==> config.mk <==
export PLATFORM = sky130hd
export DESIGN_NAME = snake_top
export DESIGN_NICKNAME = d
export VERILOG_FILES = /design/src/snake_pkg.sv /design/src/body_if.sv /design/src/apple_gen.sv /design/src/game_fsm.sv /design/src/score_keeper.sv /design/src/snake_body.sv /design/src/snake_top.sv
export SDC_FILE = /design/constraint.sdc
export NUM_CORES = 1
export LEC_CHECK = 0
export ABC_CLOCK_PERIOD_IN_PS = 11700
export CORE_MARGIN = 5
export CORE_UTILIZATION = 40
export DETAILED_ROUTE_END_ITERATION = 6
export DONT_BUFFER_PORTS = 1
export HOLD_SLACK_MARGIN = 0.15
export PLACE_DENSITY_LB_ADDON = 0.1
export RECOVER_POWER = 50
export SYNTH_ARGS = -nofsm -noshare
export SYNTH_HDL_FRONTEND = slang
export SYNTH_SLANG_ARGS = --single-unit
==> constraint.sdc <==
create_clock -name clk -period 11.7 [get_ports clk]
set_input_delay 1.17 -clock clk [delete_from_list [all_inputs] [get_ports clk]]
set_output_delay 1.17 -clock clk [all_outputs]
set_load 0.005 [all_outputs]
==> src/snake_pkg.sv <==
package snake_pkg;

	// playfield size in squares
	localparam int FIELD_W = 160;
	localparam int FIELD_H = 120;

	// playable area, the border ring lies outside
	localparam int BORDER_LO   = 2;
	localparam int BORDER_X_HI = FIELD_W - 3;
	localparam int BORDER_Y_HI = FIELD_H - 3;

	// head start square, body trails off to the right
	localparam int START_X   = 30;
	localparam int START_Y   = 20;
	localparam int START_LEN = 5;

	// body store capacity, length saturates here
	localparam int MAX_LEN = 32;
	localparam int IDX_W   = $clog2(MAX_LEN);

	// wait counts per speed setting, in clock cycles
	localparam int PACE_BASE [4] = '{40, 24, 16, 8};
	localparam int PACE_SHRINK   = 1;
	localparam int PACE_MIN      = 4;
	localparam int PACE_W        = 6;

	// apple LFSR start value
	localparam logic [14:0] APPLE_SEED = 15'h0001;

	typedef logic [7:0] coord_x_t;
	typedef logic [6:0] coord_y_t;
	typedef logic [5:0] len_t;

	typedef enum logic [1:0] {
		DIR_LEFT  = 2'b00,
		DIR_RIGHT = 2'b01,
		DIR_DOWN  = 2'b10,
		DIR_UP    = 2'b11
	} dir_e;

	typedef enum logic [3:0] {
		S_MENU,
		S_START_HOLD,
		S_LOAD,
		S_MAKE_APPLE,
		S_WAIT,
		S_MOVE,
		S_CHECK,
		S_EAT,
		S_DEAD
	} game_state_e;

endpackage

==> src/body_if.sv <==
`timescale 1ns/1ps

interface body_if;
	import snake_pkg::*;

	// pulses from the controller, one at a time
	logic load;
	logic move;
	logic grow;
	logic scan;
	// held heading used on move
	dir_e dir;

	// body state back to the controller
	coord_x_t head_x;
	coord_y_t head_y;
	len_t     len;
	logic     hit;
	// single cycle, hit is valid with it
	logic     scan_done;

	modport ctrl (
		output load, move, grow, scan, dir,
		input  head_x, head_y, len, hit, scan_done
	);

	modport body (
		input  load, move, grow, scan, dir,
		output head_x, head_y, len, hit, scan_done
	);

endinterface

==> src/apple_gen.sv <==
`timescale 1ns/1ps

module apple_gen (
	input  logic                clk,
	input  logic                arst_n,
	input  logic                new_apple,
	output snake_pkg::coord_x_t apple_x,
	output snake_pkg::coord_y_t apple_y
);
	import snake_pkg::*;

	logic [14:0] lfsr;
	logic [14:0] lfsr_nxt;
	coord_x_t    map_x;
	coord_y_t    map_y;

	// x^15 + x^14 + 1, fibonacci form
	assign lfsr_nxt = {lfsr[13:0], lfsr[14] ^ lfsr[13]};

	// fold raw bits back into the playable area
	always_comb
	begin
		if (lfsr_nxt[7:0] >= 8'd150)
			map_x = lfsr_nxt[7:0] - 8'd110;
		else
			map_x = lfsr_nxt[7:0] + 8'd3;
		if (lfsr_nxt[14:8] >= 7'd100)
			map_y = lfsr_nxt[14:8] - 7'd98;
		else
			map_y = lfsr_nxt[14:8] + 7'd2;
	end

	always_ff @(posedge clk or negedge arst_n)
	begin
		if (!arst_n)
		begin
			lfsr    <= APPLE_SEED;
			apple_x <= coord_x_t'(BORDER_LO);
			apple_y <= coord_y_t'(BORDER_LO);
		end
		else if (new_apple)
		begin
			lfsr    <= lfsr_nxt;
			apple_x <= map_x;
			apple_y <= map_y;
		end
	end

	// apple never lands on the border ring
	a_apple_in: assert property (@(posedge clk) disable iff (!arst_n)
		new_apple |=> (apple_x >= coord_x_t'(BORDER_LO) && apple_x <= coord_x_t'(BORDER_X_HI)
		&& apple_y >= coord_y_t'(BORDER_LO) && apple_y <= coord_y_t'(BORDER_Y_HI)));

endmodule

==> src/game_fsm.sv <==
`timescale 1ns/1ps

module game_fsm (
	input  logic       clk,
	input  logic       arst_n,
	input  logic       btn_left,
	input  logic       btn_right,
	input  logic       btn_down,
	input  logic       btn_up,
	input  logic [1:0] speed,
	input  logic       ate,
	body_if.ctrl       bus,
	output logic       new_apple,
	output logic       playing,
	output logic       step,
	output logic       game_over
);
	import snake_pkg::*;

	game_state_e       state;
	game_state_e       state_nxt;
	dir_e              dir_q;
	dir_e              dir_pick;
	logic              any_btn;
	logic              check_entry;
	logic [PACE_W-1:0] pace_cnt;
	logic [PACE_W-1:0] wait_cnt;
	int                base_cnt;
	int                pace_left;

	assign any_btn = btn_left | btn_right | btn_down | btn_up;

	// wait count shrinks with every grown segment, floored
	always_comb
	begin
		base_cnt  = PACE_BASE[speed];
		pace_left = base_cnt - PACE_SHRINK * (int'(bus.len) - START_LEN);
		if (pace_left < PACE_MIN)
			wait_cnt = PACE_W'(PACE_MIN);
		else
			wait_cnt = PACE_W'(pace_left);
	end

	// first pressed key wins, reversals skipped
	always_comb
	begin
		dir_pick = dir_q;
		if (btn_left && dir_q != DIR_RIGHT)
			dir_pick = DIR_LEFT;
		else if (btn_right && dir_q != DIR_LEFT)
			dir_pick = DIR_RIGHT;
		else if (btn_down && dir_q != DIR_UP)
			dir_pick = DIR_DOWN;
		else if (btn_up && dir_q != DIR_DOWN)
			dir_pick = DIR_UP;
	end

	always_comb
	begin
		state_nxt = state;
		case (state)
			S_MENU:       if (any_btn) state_nxt = S_START_HOLD;
			S_START_HOLD: if (!any_btn) state_nxt = S_LOAD;
			S_LOAD:       state_nxt = S_MAKE_APPLE;
			S_MAKE_APPLE: state_nxt = S_WAIT;
			S_WAIT:       if (pace_cnt >= wait_cnt - 1'b1) state_nxt = S_MOVE;
			S_MOVE:       state_nxt = S_CHECK;
			S_CHECK:
			begin
				// scan result decides the outcome of this step
				if (bus.scan_done)
				begin
					if (bus.hit)
						state_nxt = S_DEAD;
					else if (ate)
						state_nxt = S_EAT;
					else
						state_nxt = S_WAIT;
				end
			end
			S_EAT:        state_nxt = S_MAKE_APPLE;
			S_DEAD:       state_nxt = S_MENU;
			default:      state_nxt = S_MENU;
		endcase
	end

	always_ff @(posedge clk or negedge arst_n)
	begin
		if (!arst_n)
		begin
			state       <= S_MENU;
			dir_q       <= DIR_LEFT;
			pace_cnt    <= '0;
			check_entry <= 1'b0;
			step        <= 1'b0;
		end
		else
		begin
			state       <= state_nxt;
			check_entry <= (state == S_MOVE);
			// step marks the cycle after the scan ends
			step        <= bus.scan_done;
			if (state == S_WAIT)
				pace_cnt <= pace_cnt + 1'b1;
			else
				pace_cnt <= '0;
			if (state == S_LOAD)
				dir_q <= DIR_LEFT;
			else if (state == S_MOVE)
				dir_q <= dir_pick;
		end
	end

	// body pulses decoded from state
	assign bus.load  = (state == S_LOAD);
	assign bus.move  = (state == S_MOVE);
	assign bus.grow  = (state == S_EAT);
	// scan kicks off once, on the first check cycle
	assign bus.scan  = (state == S_CHECK) && check_entry;
	// new heading is seen by the body during the move cycle
	assign bus.dir   = (state == S_MOVE) ? dir_pick : dir_q;

	assign new_apple = (state == S_MAKE_APPLE);
	assign game_over = (state == S_DEAD);
	assign playing   = (state != S_MENU) && (state != S_START_HOLD) && (state != S_DEAD);

	// never two body commands in one cycle
	a_one_pulse: assert property (@(posedge clk) disable iff (!arst_n)
		$onehot0({bus.load, bus.move, bus.grow, bus.scan}));

	// step only right after the body finished a scan in check
	a_step_src: assert property (@(posedge clk) disable iff (!arst_n)
		step |-> $past(bus.scan_done && state == S_CHECK));

endmodule

==> src/score_keeper.sv <==
`timescale 1ns/1ps

module score_keeper (
	input  logic            clk,
	input  logic            arst_n,
	input  logic            game_over,
	input  snake_pkg::len_t len,
	output snake_pkg::len_t best_1,
	output snake_pkg::len_t best_2,
	output snake_pkg::len_t best_3
);
	import snake_pkg::*;

	len_t score;

	// segments gained this game
	assign score = len - len_t'(START_LEN);

	always_ff @(posedge clk or negedge arst_n)
	begin
		if (!arst_n)
		begin
			best_1 <= '0;
			best_2 <= '0;
			best_3 <= '0;
		end
		else if (game_over)
		begin
			// first rank strictly beaten takes the score, lower ones slide down
			if (score > best_1)
			begin
				best_3 <= best_2;
				best_2 <= best_1;
				best_1 <= score;
			end
			else if (score > best_2)
			begin
				best_3 <= best_2;
				best_2 <= score;
			end
			else if (score > best_3)
				best_3 <= score;
		end
	end

	a_ranked: assert property (@(posedge clk) disable iff (!arst_n)
		best_1 >= best_2 && best_2 >= best_3);

endmodule

==> src/snake_body.sv <==
`timescale 1ns/1ps

module snake_body (
	input  logic               clk,
	input  logic               arst_n,
	body_if.body               bus,
	input  snake_pkg::coord_x_t apple_x,
	input  snake_pkg::coord_y_t apple_y,
	output logic               ate
);
	import snake_pkg::*;

	// segment 0 is the head
	coord_x_t seg_x [MAX_LEN];
	coord_y_t seg_y [MAX_LEN];
	coord_x_t next_x;
	coord_y_t next_y;
	len_t     len_q;
	len_t     idx;
	logic     busy;
	logic     self_hit;
	logic     off_field;
	logic     hit_q;
	logic     done_q;

	// one square ahead of the head
	always_comb
	begin
		next_x = seg_x[0];
		next_y = seg_y[0];
		case (bus.dir)
			DIR_LEFT:  next_x = seg_x[0] - 1'b1;
			DIR_RIGHT: next_x = seg_x[0] + 1'b1;
			DIR_DOWN:  next_y = seg_y[0] + 1'b1;
			DIR_UP:    next_y = seg_y[0] - 1'b1;
			default:   next_x = seg_x[0];
		endcase
	end

	// whole store shifts so the slot past the tail keeps the old tail for growth
	always_ff @(posedge clk)
	begin
		if (bus.load)
		begin
			for (int i = 0; i < START_LEN; i++)
			begin
				seg_x[i] <= coord_x_t'(START_X + i);
				seg_y[i] <= coord_y_t'(START_Y);
			end
		end
		else if (bus.move)
		begin
			for (int i = 1; i < MAX_LEN; i++)
			begin
				seg_x[i] <= seg_x[i-1];
				seg_y[i] <= seg_y[i-1];
			end
			seg_x[0] <= next_x;
			seg_y[0] <= next_y;
		end
	end

	assign off_field = (seg_x[0] < coord_x_t'(BORDER_LO)) || (seg_x[0] > coord_x_t'(BORDER_X_HI))
		|| (seg_y[0] < coord_y_t'(BORDER_LO)) || (seg_y[0] > coord_y_t'(BORDER_Y_HI));

	always_ff @(posedge clk or negedge arst_n)
	begin
		if (!arst_n)
		begin
			len_q    <= len_t'(START_LEN);
			idx      <= '0;
			busy     <= 1'b0;
			self_hit <= 1'b0;
			hit_q    <= 1'b0;
			done_q   <= 1'b0;
			ate      <= 1'b0;
		end
		else
		begin
			done_q <= 1'b0;
			if (bus.load)
			begin
				len_q <= len_t'(START_LEN);
				busy  <= 1'b0;
				hit_q <= 1'b0;
				ate   <= 1'b0;
			end
			else if (bus.grow)
			begin
				if (len_q < len_t'(MAX_LEN))
					len_q <= len_q + 1'b1;
			end
			else if (bus.scan)
			begin
				// head itself is skipped
				busy     <= 1'b1;
				idx      <= len_t'(1);
				self_hit <= 1'b0;
			end
			else if (busy)
			begin
				if (idx < len_q)
				begin
					if (seg_x[idx[IDX_W-1:0]] == seg_x[0] && seg_y[idx[IDX_W-1:0]] == seg_y[0])
						self_hit <= 1'b1;
					idx <= idx + 1'b1;
				end
				else
				begin
					// last scan cycle checks border and apple
					busy   <= 1'b0;
					done_q <= 1'b1;
					hit_q  <= self_hit | off_field;
					ate    <= (seg_x[0] == apple_x) && (seg_y[0] == apple_y);
				end
			end
		end
	end

	assign bus.head_x    = seg_x[0];
	assign bus.head_y    = seg_y[0];
	assign bus.len       = len_q;
	assign bus.hit       = hit_q;
	assign bus.scan_done = done_q;

	// length in range whenever the controller is driving a game
	a_len_range: assert property (@(posedge clk) disable iff (!arst_n)
		(bus.move || bus.grow || bus.scan)
		|-> (len_q >= len_t'(START_LEN) && len_q <= len_t'(MAX_LEN)));

endmodule

==> src/snake_top.sv <==
`timescale 1ns/1ps

module snake_top (
	input  logic                clk,
	input  logic                arst_n,
	input  logic                btn_left,
	input  logic                btn_right,
	input  logic                btn_down,
	input  logic                btn_up,
	input  logic [1:0]          speed,
	output logic                playing,
	output logic                step,
	output logic                game_over,
	output snake_pkg::coord_x_t head_x,
	output snake_pkg::coord_y_t head_y,
	output snake_pkg::len_t     length,
	output snake_pkg::coord_x_t apple_x,
	output snake_pkg::coord_y_t apple_y,
	output snake_pkg::len_t     best_1,
	output snake_pkg::len_t     best_2,
	output snake_pkg::len_t     best_3
);

	logic new_apple;
	logic ate;

	// controller to body link
	body_if u_bus ();

	game_fsm u_game_fsm (
		.clk       (clk),
		.arst_n    (arst_n),
		.btn_left  (btn_left),
		.btn_right (btn_right),
		.btn_down  (btn_down),
		.btn_up    (btn_up),
		.speed     (speed),
		.ate       (ate),
		.bus       (u_bus.ctrl),
		.new_apple (new_apple),
		.playing   (playing),
		.step      (step),
		.game_over (game_over)
	);

	snake_body u_snake_body (
		.clk     (clk),
		.arst_n  (arst_n),
		.bus     (u_bus.body),
		.apple_x (apple_x),
		.apple_y (apple_y),
		.ate     (ate)
	);

	apple_gen u_apple_gen (
		.clk       (clk),
		.arst_n    (arst_n),
		.new_apple (new_apple),
		.apple_x   (apple_x),
		.apple_y   (apple_y)
	);

	score_keeper u_score_keeper (
		.clk       (clk),
		.arst_n    (arst_n),
		.game_over (game_over),
		.len       (u_bus.len),
		.best_1    (best_1),
		.best_2    (best_2),
		.best_3    (best_3)
	);

	assign head_x = u_bus.head_x;
	assign head_y = u_bus.head_y;
	assign length = u_bus.len;

endmodule

==> results_dict.tcl, run 1 <==
set metrics [dict create \
    clk_pin_slew_ns 0.06 \
    setup_viol 0 \
    core_area_sq_um 61800 \
    period_needed_ns 6.68 \
    cts_root_buf "clkbuf_16" \
    wl_per_cell_microns 21.6 \
    skew_ns 0.0241 \
    antenna_left 0 \
    rsz0062_at_grt "no" \
    max_stage_delay_ns 1.25 \
    postCtsSetupRepairBufs 0 \
    synth-compound-area-share_pct 6.23 \
    maxSlewViolCount 106 \
    critPathRequiredTime_ns 12.06 \
    grt_usage_pct 16.2 \
    max_freq_ghz 0.150 \
    cp-start-kind "flip-flop" \
    synth_top_family_by_area "multiplexers" \
    path_cells "nor2b_2 -> clkbuf_1 -> nand2_1 -> inv_1 -> nand2_1 -> a21boi_0 -> or2_2 -> inv_1 -> ha_1 -> nor2b_1 -> o21ai_0 -> nand2b_1 -> a21o_1 -> a21oi_1 -> xor2_1 -> xnor2_1 -> nor2_1" \
    path_delay_family "buffers and inverters" \
    grt_max_degree 200 \
    synth.mux.area_fraction_pct 11.8 \
    antenna_cells 0 \
    place_congestion 0.784 \
    leakagePower_nw 8.50 \
    synthCells 1657 \
    p_per_area_nw_per_um2 142 \
    die-height_microns 260 \
    cts_max_level 2 \
    nNetsFinal 1732 \
    cts.path.max_buffers 3 \
    route.detailed.drc 0 \
    io-pin-count 65 \
    holdBufCountCts 0 \
    layout_setup_ws_ns 5.02 \
    r2r_cells 17 \
    drt_iter0_drc 1067 \
    crit_slowest_cell "clkbuf_1" \
    cts-resized-gates 0 \
    wl_met2_mm 25.1 \
    syn2layout_area_growth_pct 10.4 \
    die_area_sq_um 67600 \
    reg2reg_to "u_snake_body.seg_y[0][6]" \
    synth.area.top_cells "edfxtp_1 58%, dfrtp_1 7.3%, mux4_2 7.2%, mux2i_1 3.9%, ha_1 3.4%" \
    cp_num_buf_inv 3 \
    final-hold-violation-count 0 \
    worst-r2r-setup-slack_ns 5.02 \
    dr.pass1.iters 5 \
    yosys_register_bits 558 \
    dpl_worst_slack_ns 5.62 \
    cp-end-kind "flip-flop" \
    top_layer "met4" \
    synth_top_area_cell "edfxtp_1" \
    drv_cap 3 \
    overflow 0 \
    r2r_start "u_game_fsm.state[2]" \
    synthSimpleGateAreaFrac_pct 7.56 \
    via_per_inst 5.39 \
    antenna_found_initial 1 \
    die_w_microns 260 \
    yosys-top-cells-count "480 x edfxtp_1, 139 x nand2_1, 97 x mux2i_1, 80 x mux4_2, 73 x dfrtp_1" \
    worst_hold_path_type "input port to async pin" \
    grt_pass1_vias 14107 \
    wl_met1_mm 26.1 \
    status "finished, violations left" \
    cts_tree "done" \
    syn_area_sq_um 25000 \
    crit_type "flip-flop to flip-flop" \
    synth_top_area_share_pct 57.7 \
    seq_area_frac_synth_pct 65.5 \
    met3_length_mm 2.74 \
    ys_types 68 \
    worstMarginPinSlew_ns 1.91 \
    violations "max-capacitance violations, max-slew violations" \
    arrival_ns 7.04 \
    clock_sinks 558 \
    hold_slack_ns 0.235 \
    yosys.area_share.adder_pct 3.60 \
    grt_pass1_wl_mm 86.2 \
    setup_tns_ns 0 \
    slew_headroom_pct -28.0 \
    clock_latency_ns 0.63 \
    yosysWarnings 0 \
    irDropWorstVdd_mv 0.108 \
    crit_fanout 44 \
    hpwl_mm 33.8 \
    crit_cells 17 \
    rows 91 \
    avgSynthCellArea_sq_um 15.1 \
    layout-drive-gt1-share_pct 12.6 \
    synth-xor-area-share_pct 2.66 \
    synth_ff_type "edfxtp_1" \
    wl_mm 54.8 \
    period_share_pct 57.1 \
    synthArstFlopShare_pct 14.0 \
    port_buffers 0 \
    cts-buffers-inserted 61 \
    synth_edf_count 480 \
    synth.most_common_cell "edfxtp_1" \
    start_util_pct 40.4 \
    syn_nets 1735 \
    vias 13708 \
]
worst max-delay path by stage:
| stage | start | end | slack, ns |
|---|---|---|---|
| after floorplan | u_game_fsm.state[1] | u_snake_body.seg_x[10][0] | 2.07 |
| after global placement | u_snake_body.bus.len[0] | u_game_fsm.state[0] | 5.81 |
| after detailed placement | u_snake_body.bus.len[0] | u_game_fsm.state[1] | 5.62 |
| after CTS | u_snake_body.bus.len[0] | u_game_fsm.state[1] | 5.60 |
| after global routing | u_game_fsm.state[2] | u_snake_body.seg_y[0][6] | 4.37 |
| final | u_game_fsm.state[2] | u_snake_body.seg_y[0][6] | 5.02 |
power breakdown:
| part | internal [mW] | total [mW] | switching [mW] |
|---|---|---|---|
| Sequential | 2.13 | 2.13 | 0 |
| Combinational | 0.00249 | 0.00552 | 0.00302 |
| Clock | 0.982 | 1.77 | 0.788 |
routing by layer:
| layer | up-vias | track usage [%] |
|---|---|---|
| met2 | 250 | 25.0 |
| met1 | 7064 | 23.9 |
| met3 | 73 | 3.65 |
| li1 | 6321 | - |
| met5 | - | 0 |
| met4 | 0 | 3.26 |
cell type report:
cell class                 count  area (sq um)
multi-input combinational    961          7960
sequential                   558         16400
fill                        5517         34300
inverter                      49           191
timing repair buffer          23           178
clock inverter                33           203
clock buffer                  82          1610
tap                          837          1050
cell families (layout without fill, tap and decap cells):
family | count (synthesis) | in the layout
xor+xnor | 75 | 75
flops | 558 | 558
simple gates | 392 | 392
mux | 192 | 192
compound gates | 232 | 232
fa+ha+maj | 70 | 70
buf+inv | 138 | 187
cell usage in the layout, fill, tap and decap left out, types with 28 or more instances in the layout:
cell and count:
dfrtp_1 70, nor2_1 70, xnor2_1 43, mux4_2 80, nand2b_1 31, mux2i_1 97
edfxtp_1 480, o21ai_0 51, nand2_1 138, inv_1 47, a21oi_1 45, clkbuf_16 61
xor2_1 31, nand3_1 28, and3_1 42, ha_1 67
worst reg2reg max path, stage by stage, from the launching register on:
cell and delay, ns:
dfrtp_1 0.58, nor2b_2 0.21, clkbuf_1 1.25, nand2_1 0.95
inv_1 1.08, nand2_1 0.18, a21boi_0 0.21, or2_2 0.40
inv_1 0.16, ha_1 0.28, nor2b_1 0.15, o21ai_0 0.14
nand2b_1 0.11, a21o_1 0.19, a21oi_1 0.17, xor2_1 0.19
xnor2_1 0.14, nor2_1 0.05
through the flow:
| stage | power (mW) | area [sq um] | util (%) | std cells |
|---|---|---|---|---|
| final | 3.91 | 27600 | 44.6 | 2543 |
| after detailed placement | 2.18 | 25800 | 41.7 | 2428 |
| after floorplan | 2.18 | 25000 | - | 1657 |
| after global placement | 2.18 | 25800 | 41.7 | 2428 |
| after global routing | 4.06 | 27600 | 44.6 | 2543 |
| after CTS | 3.97 | 27600 | 44.6 | 2543 |
sequential cells by signal (all words and copies together), names as in the netlist:
| signal | cells |
|---|---|
| u_game_fsm.check_entry | 1 |
| u_game_fsm.dir_q | 2 |
| u_snake_body.seg_y | 224 |
| u_snake_body.bus.scan_done | 1 |
| u_snake_body.bus.hit | 1 |
| u_apple_gen.apple_x | 8 |
| u_snake_body.seg_x | 256 |
| u_snake_body.idx | 6 |
| u_game_fsm.step | 1 |
| u_apple_gen.apple_y | 6 |
| u_snake_body.busy | 1 |
| u_snake_body.ate | 1 |
| u_snake_body.bus.len | 6 |
| u_score_keeper.best_1 | 6 |
| u_game_fsm.state | 4 |
| u_game_fsm.pace_cnt | 6 |
| u_score_keeper.best_2 | 6 |
| u_apple_gen.lfsr | 15 |
| u_score_keeper.best_3 | 6 |
| u_snake_body.self_hit | 1 |
Note: power is estimated with default switching activity, not from simulation.
==> inputs of run 2 (changes only) <==
--- a/config.mk
+++ b/config.mk
@@ -5,7 +5,7 @@
 export SDC_FILE = /design/constraint.sdc
 export NUM_CORES = 1
 export LEC_CHECK = 0
-export ABC_CLOCK_PERIOD_IN_PS = 11700
+export ABC_CLOCK_PERIOD_IN_PS = 5480
 export CORE_MARGIN = 5
 export CORE_UTILIZATION = 40
 export DETAILED_ROUTE_END_ITERATION = 6
==> constraint.sdc (replaced) <==
create_clock -name clk -period 5.48 [get_ports clk]
set_input_delay 0.548 -clock clk [delete_from_list [all_inputs] [get_ports clk]]
set_output_delay 0.548 -clock clk [all_outputs]
set_load 0.005 [all_outputs]
==> run 2 against run 1 <==
Compared with the run above: the run still ends with max-capacitance violations, max-slew violations left; flip-flop and latch count is the same; sequential share of layout area is 0.54 points lower; die area unchanged; fmax is 29% higher; clock power increased by 110%; global-route usage is 0.29 points higher; cell area grew 0.92%; count of clock-buffer cells in the layout decreased by 9; non-clock buffer count grew 20.
==> results_dict.tcl, run 2 (synthesis results as in run 1) <==
set metrics [dict create \
    status "finished, violations left" \
    violations "max-capacitance violations, max-slew violations" \
    leakagePower_nw 8.60 \
    layout_setup_ws_ns 0.316 \
    antenna_found_initial 0 \
    worst_hold_path_type "input port to flip-flop" \
    drv_cap 2 \
    crit_fanout 4 \
    clk_pin_slew_ns 0.06 \
    cts_tree "done" \
    grt_pass1_vias 14330 \
    grt_usage_pct 16.5 \
    slew_headroom_pct -19.9 \
    cts.path.max_buffers 3 \
    dr.pass1.iters 5 \
    cp-start-kind "flip-flop" \
    p_per_area_nw_per_um2 300 \
    syn2layout_area_growth_pct 11.4 \
    dpl_worst_slack_ns 0.0185 \
    die_area_sq_um 67600 \
    maxSlewViolCount 88 \
    largest-register "u_snake_body.seg_x" \
    cts-buffers-inserted 61 \
    via_per_inst 5.42 \
    port_buffers 0 \
    crit_type "flip-flop to flip-flop" \
    irDropWorstVdd_mv 0.257 \
    wl_mm 56.1 \
    route.detailed.drc 0 \
    nNetsFinal 1752 \
    numPlacedInstances 2442 \
    setup_viol 0 \
    grt_pass1_wl_mm 87.3 \
    core_area_sq_um 61800 \
    grt_max_degree 152 \
    rows 91 \
    antenna_left 0 \
    cts_root_buf "clkbuf_16" \
    clock_latency_ns 0.62 \
    clock_sinks 558 \
    layout_commonest_cell "edfxtp_1" \
    critPathRequiredTime_ns 5.96 \
    cp-end-kind "flip-flop" \
    period_share_pct 94.2 \
    die_w_microns 260 \
    place_congestion 0.789 \
    worstMarginPinSlew_ns 1.80 \
    largest_reg_flops 256 \
    die-height_microns 260 \
    antenna_cells 0 \
    largest_registers "u_snake_body.seg_x (256), u_snake_body.seg_y (224), u_apple_gen.lfsr (15)" \
    period_needed_ns 5.16 \
    arrival_ns 5.64 \
    layout-drive-gt1-share_pct 13.9 \
    layout.cells.non_filler 2559 \
    start_util_pct 40.4 \
    overflow 0 \
    skew_ns 0.0234 \
    vias 13877 \
    layout_common_cells "480 x edfxtp_1, 138 x nand2_1, 97 x mux2i_1, 80 x mux4_2, 70 x dfrtp_1" \
    hpwl_mm 35.2 \
    io-pin-count 65 \
    final-hold-violation-count 0 \
    drt_iter0_drc 1137 \
    cts_max_level 2 \
    wl_per_cell_microns 21.9 \
    max_freq_ghz 0.194 \
]
## run 2: cell count changes in the layout (fill, tap and decap cells not counted), sizes merged
| cell | before | now |
|---|---|---|
| buf | 21 | 37 |
| clkbuf | 84 | 77 |
| clkinvlp | 1 | 5 |
| dlygate4sd3 | 0 | 2 |
| bufinv | 1 | 2 |
| clkinv | 31 | 30 |
| inv | 49 | 50 |
## run 2: final cells by class
type,instances,area [sq um]
Fill cell,5520,34000
Sequential cell,558,16400
Multi-Input combinational cell,961,8030
Clock buffer,73,1570
Tap cell,837,1050
Timing Repair Buffer,43,372
Clock inverter,38,236
Inverter,49,188
## run 2: path summary, 6_finish.rpt
path                       cells past startpoint                      to  slack (ns)                        from
setup / recovery                              26     u_game_fsm.state[1]        0.32     u_snake_body.bus.len[0]
hold / removal                                 4     u_game_fsm.state[0]        0.28                   btn_right
setup reg to reg                              26     u_game_fsm.state[1]        0.32     u_snake_body.bus.len[0]
hold reg to reg                                0         u_game_fsm.step        0.39  u_snake_body.bus.scan_done
max in group asynchronous                      2     u_snake_body.idx[1]        4.59                      arst_n
min in group asynchronous                      2  u_apple_gen.apple_x[0]        0.47                      arst_n
## run 2: layer usage
| metal | track usage [%] | part of all wire [%] | vias to the layer above |
|---|---|---|---|
| li1 | - | - | 6363 |
| met2 | 25.8 | 46 | 300 |
| met5 | 0 | 0 | - |
| met1 | 24.2 | 47 | 7143 |
| met3 | 3.00 | 4.9 | 71 |
| met4 | 3.89 | 2.0 | 0 |
## run 2: critical path, cell delays in order, from the launching register on
cell and delay, ns:
dfstp_2 0.54, inv_1 0.08, ha_1 0.25, nor2_2 0.12
nor2_1 0.06, xnor2_1 0.24, inv_1 0.12, ha_4 0.29
inv_1 0.04, o21bai_1 0.17, a21oi_2 0.11, or2_2 0.29
ha_1 0.28, nand2_1 0.08, nor4_2 0.25, a41oi_2 0.21
nand2_1 0.13, ha_1 0.23, ha_1 0.27, a21o_1 0.15
a21o_1 0.16, a21o_1 0.17, a21oi_1 0.14, nor2b_1 0.07
o32ai_2 0.31, or2_2 0.17, o21ai_0 0.09
## run 2: power breakdown
part	total, mW	switching (mW)	internal (mW)	leakage [nW]
Sequential	4.55	0	4.55	4.57
Clock	3.78	1.66	2.12	0.875
Combinational	0.0295	0.0199	0.00962	3.15
Total	8.36	1.68	6.68	8.60
## run 2: stage by stage
stage	hold slack, ns	area [sq um]	TNS [ns]	power, mW	utilization (%)
after floorplan	0.252	25000	-772.31	4.65	-
after global placement	0.257	25900	0	4.65	41.9
after detailed placement	0.256	25900	0	4.65	41.9
after CTS	0.234	27800	0	8.49	44.9
after global routing	0.257	27800	-0.109	8.69	45.0
final	0.277	27800	0	8.36	45.0
## run 2: what timing repair did
item	in CTS	in global routing
setup endpoints to repair	1	4
gates resized for setup	1	9
hold endpoints to repair	79	0
pin swaps	0	6
hold buffers	3	0
setup buffers	0	3
